**config.mk**
```make
export PLATFORM = sky130hd
export DESIGN_NAME = npc_wbu
export DESIGN_NICKNAME = d
export VERILOG_FILES = /design/src/source/npc_pkg.sv /design/src/source/npc_wbu.sv
export SDC_FILE = /design/constraint.sdc
export NUM_CORES = 1
export LEC_CHECK = 0
export ABC_CLOCK_PERIOD_IN_PS = 800
export BUFFER_PORTS_ARGS = -buffer_cell sky130_fd_sc_hd__buf_2
export CAP_MARGIN = 0
export CORE_AREA = 4 4 133 135
export DETAILED_ROUTE_END_ITERATION = 10
export DIE_AREA = 0 0 137 139
export SYNTH_ARGS = -nofsm -noshare
export SYNTH_HDL_FRONTEND = slang
export SYNTH_SLANG_ARGS = --single-unit
```
**constraint.sdc**
```tcl
create_clock -name clk -period 0.8 [get_ports clk]
set_input_delay 0 -clock clk [delete_from_list [all_inputs] [get_ports clk]]
set_output_delay 0 -clock clk [all_outputs]
set_load 0.005 [all_outputs]
```
**src/source/npc_pkg.sv**
```systemverilog
// npc shared definitions
package npc_pkg;

	// ****************************************
	// datapath widths
	// ****************************************

	// register and alu value
	typedef logic [63:0] xlen_t;
	// instruction address
	typedef logic [63:0] pc_t;
	// raw instruction word
	typedef logic [31:0] inst_t;
	// register index
	typedef logic [4:0]  reg_idx_t;

	// alu operations
	typedef enum logic [3:0] {
		ADD,
		SUB,
		SLL,
		SLT,
		SLTU,
		XOR,
		SRL,
		SRA,
		OR,
		AND,
		PASS_B
	} alu_op_e;

	// ifu states
	typedef enum logic [1:0] {
		FETCH,
		WAIT_UPD,
		HALT
	} fetch_state_e;

	// first fetch address
	localparam pc_t RESET_PC = 64'h0000_0000_8000_0000;

	// ****************************************
	// rv64i major opcodes
	// ****************************************
	localparam logic [6:0] OPC_LUI    = 7'b0110111;
	localparam logic [6:0] OPC_AUIPC  = 7'b0010111;
	localparam logic [6:0] OPC_JAL    = 7'b1101111;
	localparam logic [6:0] OPC_JALR   = 7'b1100111;
	localparam logic [6:0] OPC_BRANCH = 7'b1100011;
	localparam logic [6:0] OPC_OP_IMM = 7'b0010011;
	localparam logic [6:0] OPC_OP     = 7'b0110011;

	// branch funct3 codes
	localparam logic [2:0] F3_BEQ  = 3'b000;
	localparam logic [2:0] F3_BNE  = 3'b001;
	localparam logic [2:0] F3_BLT  = 3'b100;
	localparam logic [2:0] F3_BGE  = 3'b101;
	localparam logic [2:0] F3_BLTU = 3'b110;
	localparam logic [2:0] F3_BGEU = 3'b111;

endpackage
```
**src/source/npc_wbu.sv**
```systemverilog
// write back unit
`timescale 1ns/100ps

module npc_wbu (
	input  logic              clk,
	input  logic              rst,
	input  logic              valid_ex_wb,
	output logic              ready_ex_wb,
	input  npc_pkg::pc_t      pc_ex_wb,
	input  logic              wb_wen,
	input  npc_pkg::reg_idx_t wb_rd,
	input  npc_pkg::xlen_t    wb_data,
	output logic              rf_wen,
	output npc_pkg::reg_idx_t rf_waddr,
	output npc_pkg::xlen_t    rf_wdata,
	output logic              commit_valid,
	output npc_pkg::pc_t      commit_pc,
	output logic              commit_wen,
	output npc_pkg::reg_idx_t commit_rd,
	output npc_pkg::xlen_t    commit_data
);
	// last stage, never stalls
	assign ready_ex_wb = 1'b1;

	// regfile write in the accept cycle
	assign rf_wen   = valid_ex_wb && wb_wen;
	assign rf_waddr = wb_rd;
	assign rf_wdata = wb_data;

	// commit record, one cycle after the write
	always_ff @(posedge clk) begin
		if (rst) begin
			commit_valid <= 1'b0;
			commit_wen   <= 1'b0;
		end else begin
			commit_valid <= valid_ex_wb;
			commit_wen   <= valid_ex_wb && wb_wen;
		end
	end

	always_ff @(posedge clk) begin
		if (valid_ex_wb) begin
			commit_pc   <= pc_ex_wb;
			commit_rd   <= wb_rd;
			commit_data <= wb_data;
		end
	end

endmodule

```
==> summary.md, run 1 <==
| Metric | Value |
|---|---|
| Synth Area in Simple Gates | 0.00464 |
| Number of max-cap violations | 0 |
| Slowest CP cell | edfxtp_1 |
| IO buf count | 341 |
| Initial core utilization | 0.278 |
| RSZ-0062 raised after global routing | yes |
| Count of state elements after synthesis | 135 |
| Nets | 737 |
| Global-route usage over all layers | 0.143 |
| Switch Pwr | 3.70 mW |
| Root buf cell | clkbuf_16 |
| Post-Route WL | 13500 um |
| Synth Area in Compound Gates | 0 |
| DP Worst Slack | 0.0281 ns |
| Setup violators final | 138 |
| Final ANT Viol Nets | 0 |
| Met2 usage | 0.262 |
| CP Capture Type | primary output |
| Grt met1 use | 0.139 |
| Path type of the worst setup path | flop to primary output |
| PnR worst setup slack | -0.147 ns |
| CP max FO | 1 |
| Die area | 0.0190 mm2 |
| Met3 usage | 0.0537 |
| Half-perimeter wire length after placement | 9790 um |
| FP Rows | 47 |
| Overall power | 18.4 mW |
| Via-to-Cell Ratio | 3.90 |
| Syn nets | 346 |
| Register share of total power | 0.465 |
| Data arrival time of the critical path | 0.95 ns |
| Clock Tree Buf Depth | 2 |
| Chip width | 137 um |
| Crit path cell chain | buf_2 |
| Post-CTS Setup Repair Bufs | 0 |
| Critical path buffers and inverters | 1 |
| Yosys cell types | 7 |
| Fin util | 0.482 |
| Seq/Total Area, Yosys | 0.880 |
| Crit start category | flop |
| Clock share of power | 0.433 |
| Gate power share | 0.103 |
| Global route overflow | 0 |
| Critical Path RT | 0.80 ns |
| Synth Area in XOR/XNOR | 0 |
| Clock buffer count from CTS | 17 |
| Post-synthesis mux area share | 0 |
| Avg WL per Cell | 16.3 um |
| Final Hold Fails | 0 |
| Internal power | 14.7 mW |
| Diode count | 0 |
| P per Cell Area | 2310 mW/mm2 |
| Final slew viol count | 0 |
| CP top delay family | flip-flops |
| DR DRC count | 0 |
| Fmax | 1060 MHz |
| Pin count of the biggest net entering global routing | 31 |
| Vias in the first global route | 3740 |
| Via count | 3242 |
| Synth warnings | 0 |
| Most used routing layer | met2 |
| Die H | 139 um |
| Synth-to-layout area growth | 73.1% |
| Number of iterations in the first detailed-routing pass | 4 |
| Routability cong. | 0.760 |
| Setup TNS Final | -13.39 ns |
| H-tree depth | 4 |
| Post-route design area | 0.00794 mm2 |
| Synth Area per Inst | 21.9 um2 |
| Cells after Synth | 209 |
| Largest family of logic cells by synthesized area | buffers and inverters |
| CTS tree | yes |
| Placed cell area | 0.00616 mm2 |
| Violated checks | setup timing |
| I/O pins | 343 |
| Hold/Removal Path Class | input port to flop |
| Min cycle time layout | 0.947 ns |
| Clk pin slew, worst setup/hold paths | 0.06 ns |
| CP peak stage delay | 0.39 ns |
| Core area | 0.0165 mm2 |
| Sw Share | 0.201 |
| Final period utilization | 1.18 |
| Post-Synth Adder-Cell Area | 0 |
| CTS Sinks | 135 |
| Initial drt markers | 105 |
| Status | complete, but fails checks |
| Antenna violations before repair | 1 |
| Fill count | 1419 |
| Mapped cell area | 0.00458 mm2 |
| Ratio of cells with drive above 1 in the final layout | 0.544 |
| First-pass GRT wire length | 20400 um |
| Leakage | 3.46 nW |
| Worst VDD drop | 0.00120 V |
-- per-layer routing --
| metal | vias to the layer above | share of wire |
|---|---|---|
| met4 | 2 | 0.027 |
| li1 | 1494 | - |
| met3 | 30 | 0.096 |
| met1 | 1513 | 0.34 |
| met5 | - | 0.00074 |
| met2 | 203 | 0.54 |
-- timing repair --
item,in CTS,in global routing
endpoints found under the hold margin,139,7
resized for setup,0,5
endpoints found under the setup margin,135,189
hold buffers,136,4
-- power by group through the flow --
| stage | clock network [mW] | logic (mW) | registers, mW |
|---|---|---|---|
| 6_report | 7.95 | 1.89 | 8.54 |
| 5_1_grt | 8.52 | 2.06 | 8.58 |
| 4_1_cts | 8.14 | 1.99 | 8.54 |
| 3_5_place_dp | 0 | 1.47 | 8.68 |
| 3_3_place_gp | 0 | 1.45 | 8.67 |
| 2_1_floorplan | 0 | 0.290 | 8.76 |
-- Yosys cell counts --
cell	instances	area (um2)
edfxtp_1	133	3990
buf_4	70	526
dfxtp_1	2	40.0
and2_1	1	6.26
and3b_1	1	8.76
conb_1	1	3.75
nor2b_1	1	6.26
-- per-stage QoR --
stage / cells / hold slack (ns)
3_5_place_dp: 710 / 0.178
5_1_grt: 832 / 0.0770
6_report: 832 / 0.0959
2_1_floorplan: 209 / 0.0716
3_3_place_gp: 710 / 0.176
4_1_cts: 877 / 0.0773
-- path summary, 6_finish.rpt --
path | start | end | depth (start not counted)
setup / recovery | commit_data[48]$_DFFE_PP_ | commit_data[48] | 1
hold / removal | valid_ex_wb | commit_data[21]$_DFFE_PP_ | 2
-- cells by family (layout without fill, tap and decap cells) --
kind of cell	count (synthesis)	after routing
flops	135	135
buf+inv	70	473
simple gates	3	3
other cells	1	1
-- layout by cell type, fill, tap and decap left out, types with 3 or more instances in the layout --
cell type and n:
bufinv_16 4, buf_2 291, clkinv_4 3, dlymetal6s4s_1 3
buf_4 7, buf_12 3, clkinv_2 3, edfxtp_1 133
dlygate4sd3_1 136, clkbuf_16 17
-- layout make-up --
cell class | count | area (um2) | share of cell area
Multi-Input combinational cell | 4 | 25.0 | 0.00315
Clock buffer | 17 | 425 | 0.0536
Sequential cell | 135 | 4040 | 0.509
Tap cell | 220 | 275 | 0.0347
Timing Repair Buffer | 442 | 2990 | 0.377
Clock inverter | 14 | 184 | 0.0232
-- registers in the layout, indices dropped and copies added (netlist names) --
signal and flops:
commit_pc 64, commit_data 64, commit_wen 1, commit_rd 5, commit_valid 1
(Power assumes the default switching activity.)
==> run 2: changes to the inputs <==
ABC_CLOCK_PERIOD_IN_PS = 900   (was 800)
CORE_AREA = 4 4 130 132   (was 4 4 133 135)
DIE_AREA = 0 0 134 136   (was 0 0 137 139)
clock period = 0.9 ns   (was 0.8 ns; I/O delays follow)
==> run 2 against run 1 <==
The run still ends with setup timing left. Combinational power shrank 6%. Final area grew 3.1%. First-iteration DRC count is 2.9% lower. Core utilization increased by 3.9 points. Critical endpoint is now commit_data[0]. Largest cell class unchanged.
==> summary.md, run 2 (same netlist as run 1, synthesis figures left out) <==
| Metric | Value |
|---|---|
| Fin Hold WS | 0.0812 ns (was 0.0959 ns) |
| Gate power share | 0.104 (was 0.103) |
| Critical path buffers and inverters | 1 (unchanged) |
| DR DRC count | 0 (unchanged) |
| Die H | 136 um (was 139 um) |
| Clock buffer count from CTS | 17 (unchanged) |
| Leakage | 3.63 nW (was 3.46 nW) |
| Most frequent cells in the layout | buf_2, dlygate4sd3_1, edfxtp_1, clkbuf_16, buf_4 (unchanged) |
| Number of iterations in the first detailed-routing pass | 4 (unchanged) |
| I/O pins | 343 (unchanged) |
| Data arrival time of the critical path | 0.95 ns (about the same) |
| Fmax | 1050 MHz |
| IO buf count | 341 (unchanged) |
| Min cycle time layout | 0.951 ns |
| DP Worst Slack | 0.111 ns (was 0.0281 ns) |
| Most common cell after layout, fill and taps aside | buf_2 (unchanged) |
| Path type of the worst setup path | flop to primary output (unchanged) |
| Core area | 0.0157 mm2 (was 0.0165 mm2) |
| Chip width | 134 um (was 137 um) |
| Top flop regs | commit_data x64, commit_pc x64, commit_rd x5 (unchanged) |
| Ratio of cells with drive above 1 in the final layout | 0.578 (was 0.544) |
| Antenna violations before repair | 0 (was 1) |
| Crit start category | flop (unchanged) |
| Final period utilization | 1.06 |
| CP Capture Type | primary output (unchanged) |
| Final Hold Fails | 0 (unchanged) |
| Switch Pwr | 3.35 mW (was 3.70 mW) |
| Vias in the first global route | 3844 (was 3740) |
| Via-to-Cell Ratio | 3.93 (was 3.90) |
| FF+latch area | 0.00404 mm2 (unchanged) |
| Worst VDD drop | 0.00117 V (was 0.00120 V) |
| Global route overflow | 0 (unchanged) |
| Status | complete, but fails checks (unchanged) |
| Initial drt markers | 102 (was 105) |
| Final slew viol count | 0 (unchanged) |
| Global-route usage over all layers | 0.152 (was 0.143) |
| CP top delay family | flip-flops (unchanged) |
| CTS tree | yes (unchanged) |
| Setup TNS Final | -0.775 ns (was -13.39 ns) |
| Critical Path RT | 0.90 ns (was 0.80 ns) |
| Routability cong. | 0.777 (was 0.760) |
| Clk pin slew, worst setup/hold paths | 0.06 ns (about the same) |
| Diode count | 0 (unchanged) |
| CTS Sinks | 135 (unchanged) |
| Half-perimeter wire length after placement | 9530 um (was 9790 um) |
| FP Rows | 46 (was 47) |
| H-tree depth | 4 (unchanged) |
| Root buf cell | clkbuf_16 (unchanged) |
| Initial core utilization | 0.292 (was 0.278) |
| Number of max-cap violations | 0 (unchanged) |
| Pin count of the biggest net entering global routing | 31 (unchanged) |
| Internal power | 13.7 mW (was 14.7 mW) |
| Slowest CP cell | edfxtp_1 (unchanged) |
| Clock share of power | 0.451 (was 0.433) |
| Hold/Removal Path Class | input port to flop (unchanged) |
| RSZ-0062 raised after global routing | yes (unchanged) |
| Clock Tree Buf Depth | 2 (unchanged) |
| Via count | 3423 (was 3242) |
| Synth-to-layout area growth | 78.5% (was 73.1%) |
| Overall power | 17.1 mW (was 18.4 mW) |
| Die area | 0.0182 mm2 (was 0.0190 mm2) |
| First-pass GRT wire length | 20600 um (was 20400 um) |
| CP peak stage delay | 0.39 ns (about the same) |
| Fill count | 1258 (was 1419) |
| Multi-input gate area | 25.0 um2 (unchanged) |
| Sw Share | 0.197 (was 0.201) |
| Violated checks | setup timing (unchanged) |
| Avg WL per Cell | 16.2 um (was 16.3 um) |
| P per Cell Area | 2080 mW/mm2 (was 2310 mW/mm2) |
| Final ANT Viol Nets | 0 (unchanged) |
| Nets | 781 (was 737) |
| CP max FO | 1 (unchanged) |
| Setup violators final | 54 (was 138) |
| Register share of total power | 0.445 (was 0.465) |
| PnR worst setup slack | -0.0510 ns (was -0.147 ns) |
| Crit path cell chain | buf_2 (unchanged) |
| Post-Route WL | 14100 um (was 13500 um) |
[run 2: cell count changes in the layout (fill, tap and decap cells not counted), sizes merged]
cell          change
buf              +47
bufinv            +2
clkbuf            +2
clkinv            -3
clkinvlp          -1
dlymetal6s4s      -3
[run 2: final cells by class]
type / instances / area share
Tap cell: 216 / 0.0330
Clock inverter: 12 / 0.0277
Multi-Input combinational cell: 4 / 0.00306
Clock buffer: 19 / 0.0529
Timing Repair Buffer: 486 / 0.390
Sequential cell: 135 / 0.493
[run 2: metrics by stage]
stage                     cell area, um2  instances   util
after floorplan                     4580        209      -
after global placement              6150        706  0.392
after detailed placement            6150        706  0.392
after CTS                           8180        873  0.520
after global routing                8180        872  0.521
final                               8180        872  0.521
[run 2: power groups by stage]
stage	sequential, mW	combinational, mW	clock [mW]
after floorplan	7.79	0.258	0
after global placement	7.70	1.29	0
after detailed placement	7.71	1.31	0
after CTS	7.58	1.78	7.88
after global routing	7.62	1.93	8.17
final	7.58	1.78	7.69
[run 2: worst paths after layout]
check                                 end                startpoint  depth (start not counted)
setup / recovery           commit_data[0]  commit_data[0]$_DFFE_PP_                          1
hold / removal    commit_pc[59]$_DFFE_PP_               valid_ex_wb                          2
[run 2: routing by layer]
layer / share of wire / track usage / wire [um] / up-vias
met5: 0 / 0 / 0 / -
met4: 0.025 / 0.0714 / 358 / 0
met3: 0.11 / 0.0725 / 1510 / 25
met2: 0.54 / 0.278 / 7620 / 220
met1: 0.33 / 0.143 / 4640 / 1600
li1: - / - / - / 1578
[run 2: what timing repair did]
item                       4_1_cts  5_1_grt
setup buffers                    0        0
hold endpoints to repair       142        0
resized for setup                0        4
setup endpoints to repair      133      135
gates cloned                     0        0
pin swaps                        0        0
hold buffers                   136        0
==> run 3: changes to the inputs <==
ABC_CLOCK_PERIOD_IN_PS = 1000   (was 900)
CORE_AREA = 2 2 131 133   (was 4 4 130 132)
DIE_AREA = 0 0 133 135   (was 0 0 134 136)
clock period = 1 ns   (was 0.9 ns; I/O delays follow)
==> run 3 against run 2 <==
The flow now finishes without violations. Sequential power shrank 10%. Routed wire length shrank 4.2%. Combinational power shrank 12%. First-iteration DRC count grew 41%. Core utilization shrank 2.5 points. Critical path type unchanged.
==> summary.md, run 3 (same netlist as run 1, synthesis figures left out) <==
| Metric | Value |
|---|---|
| Die H | 135 um (was 136 um) |
| Routability cong. | 0.810 (was 0.777) |
| FP Rows | 47 (was 46) |
| CP Capture Type | primary output (unchanged) |
| Number of max-cap violations | 0 (unchanged) |
| Overall power | 15.2 mW (was 17.1 mW) |
| Half-perimeter wire length after placement | 8990 um (was 9530 um) |
| Clock Tree Buf Depth | 2 (unchanged) |
| Synth-to-layout area growth | 77.3% (was 78.5%) |
| Initial drt markers | 144 (was 102) |
| Fmax | 1030 MHz |
| Diode count | 0 (unchanged) |
| Clock share of power | 0.448 (was 0.451) |
| Min cycle time layout | 0.973 ns |
| Nets | 778 (was 781) |
| Critical path buffers and inverters | 1 (unchanged) |
| Clk pin slew, worst setup/hold paths | 0.06 ns (about the same) |
| Final period utilization | 0.973 |
| Via-to-Cell Ratio | 3.96 (was 3.93) |
| Status | finished, final reports clean (was complete, but fails checks) |
| CTS Sinks | 135 (unchanged) |
| Data arrival time of the critical path | 0.97 ns (was 0.95 ns) |
| Final ANT Viol Nets | 0 (unchanged) |
| Hold/Removal Path Class | input port to flop (unchanged) |
| Global-route usage over all layers | 0.149 (was 0.152) |
| CP max FO | 1 (unchanged) |
| Die area | 0.0180 mm2 (was 0.0182 mm2) |
| First-pass GRT wire length | 19800 um (was 20600 um) |
| Gate power share | 0.103 (was 0.104) |
| Final slew viol count | 0 (unchanged) |
| Vias in the first global route | 3713 (was 3844) |
| Leakage | 3.60 nW (was 3.63 nW) |
| Placed cells | 706 (unchanged) |
| Ratio of cells with drive above 1 in the final layout | 0.576 (was 0.578) |
| Pin count of the biggest net entering global routing | 51 (was 31) |
| IO buf count | 341 (unchanged) |
| CTS tree | yes (unchanged) |
| Critical Path RT | 1.00 ns (was 0.90 ns) |
| DR DRC count | 0 (unchanged) |
| Path type of the worst setup path | flop to primary output (unchanged) |
| Chip width | 133 um (was 134 um) |
| Clock buffer count from CTS | 17 (unchanged) |
| Final Hold Fails | 0 (unchanged) |
| Crit path cell chain | buf_2 (unchanged) |
| Fin cells | 874 (was 872) |
| P per Cell Area | 1870 mW/mm2 (was 2080 mW/mm2) |
| Via count | 3458 (was 3423) |
| H-tree depth | 4 (unchanged) |
| Worst VDD drop | 0.00107 V (was 0.00117 V) |
| Post_cts resized | 0 (unchanged) |
| Post-Route WL | 13500 um (was 14100 um) |
| Internal power | 12.1 mW (was 13.7 mW) |
| Antenna violations before repair | 1 (was 0) |
| Top flop regs | commit_data x64, commit_pc x64, commit_rd x5 (unchanged) |
| I/O pins | 343 (unchanged) |
| Global route overflow | 0 (unchanged) |
| Sw Share | 0.202 (was 0.197) |
| Setup violators final | 0 (was 54) |
| Root buf cell | clkbuf_16 (unchanged) |
| Core area | 0.0164 mm2 (was 0.0157 mm2) |
| Initial core utilization | 0.279 (was 0.292) |
| CP peak stage delay | 0.41 ns (was 0.39 ns) |
| CP top delay family | flip-flops (unchanged) |
| Number of iterations in the first detailed-routing pass | 4 (unchanged) |
| RSZ-0062 raised after global routing | yes (unchanged) |
| Most frequent cells in the layout | buf_2, dlygate4sd3_1, edfxtp_1, clkbuf_16, bufinv_16 (was buf_2, dlygate4sd3_1, edfxtp_1, clkbuf_16, buf_4) |
| Slowest CP cell | edfxtp_1 (unchanged) |
| Avg WL per Cell | 15.5 um (was 16.2 um) |
| Register share of total power | 0.449 (was 0.445) |
| Most common cell after layout, fill and taps aside | buf_2 (unchanged) |
| Switch Pwr | 3.07 mW (was 3.35 mW) |
| Crit start category | flop (unchanged) |
-- run 3: cell count changes in the layout (fill, tap and decap cells not counted), sizes merged --
cell / delta
clkinv: +1
clkbuf: +1
buf: -3
bufinv: -1
-- run 3: cell type report --
cell class | count | area, um2
Multi-Input combinational cell | 4 | 25.0
Fill cell | 1394 | 8280
Clock buffer | 20 | 447
Clock inverter | 12 | 203
Timing Repair Buffer | 483 | 3140
Tap cell | 220 | 275
Sequential cell | 135 | 4030
-- run 3: final timing paths --
path	endpoint	cells past startpoint	slack, ns	startpoint
worst max-delay path	commit_data[9]	1	0.03	commit_data[9]$_DFFE_PP_
worst min-delay path	commit_pc[30]$_DFFE_PP_	2	0.08	valid_ex_wb
-- run 3: what timing repair did --
action | in CTS | in global routing
hold buffers | 136 | 0
buffers inserted | 0 | 0
endpoints found under the setup margin | 0 | 2
hold endpoints to repair | 141 | 0
-- run 3: power by group through the flow --
stage | combinational (mW) | sequential [mW] | clock, mW
3_5_place_dp | 1.15 | 6.94 | 0
6_report | 1.57 | 6.82 | 6.81
2_1_floorplan | 0.232 | 7.01 | 0
4_1_cts | 1.57 | 6.83 | 6.97
3_3_place_gp | 1.14 | 6.93 | 0
5_1_grt | 1.69 | 6.86 | 7.22
-- run 3: per-stage QoR --
stage / TNS (ns) / area [um2] / utilization / hold slack (ns) / setup slack, ns
6_report: 0 / 8130 / 0.495 / 0.0754 / 0.0273
2_1_floorplan: 0 / 4580 / - / 0.0716 / 0.645
3_3_place_gp: 0 / 6120 / 0.373 / 0.172 / 0.184
5_1_grt: -0.0287 / 8130 / 0.495 / 0.0656 / -0.0215
3_5_place_dp: 0 / 6120 / 0.373 / 0.178 / 0.160
4_1_cts: 0 / 8130 / 0.495 / 0.0646 / 0.00131
-- run 3: metal layers --
| layer | vias up | GRT usage | part of all wire |
|---|---|---|---|
| met5 | - | 0 | 0.00096 |
| met1 | 1648 | 0.154 | 0.37 |
| met3 | 22 | 0.0503 | 0.080 |
| li1 | 1574 | - | - |
| met4 | 2 | 0.0765 | 0.021 |
| met2 | 212 | 0.268 | 0.53 |
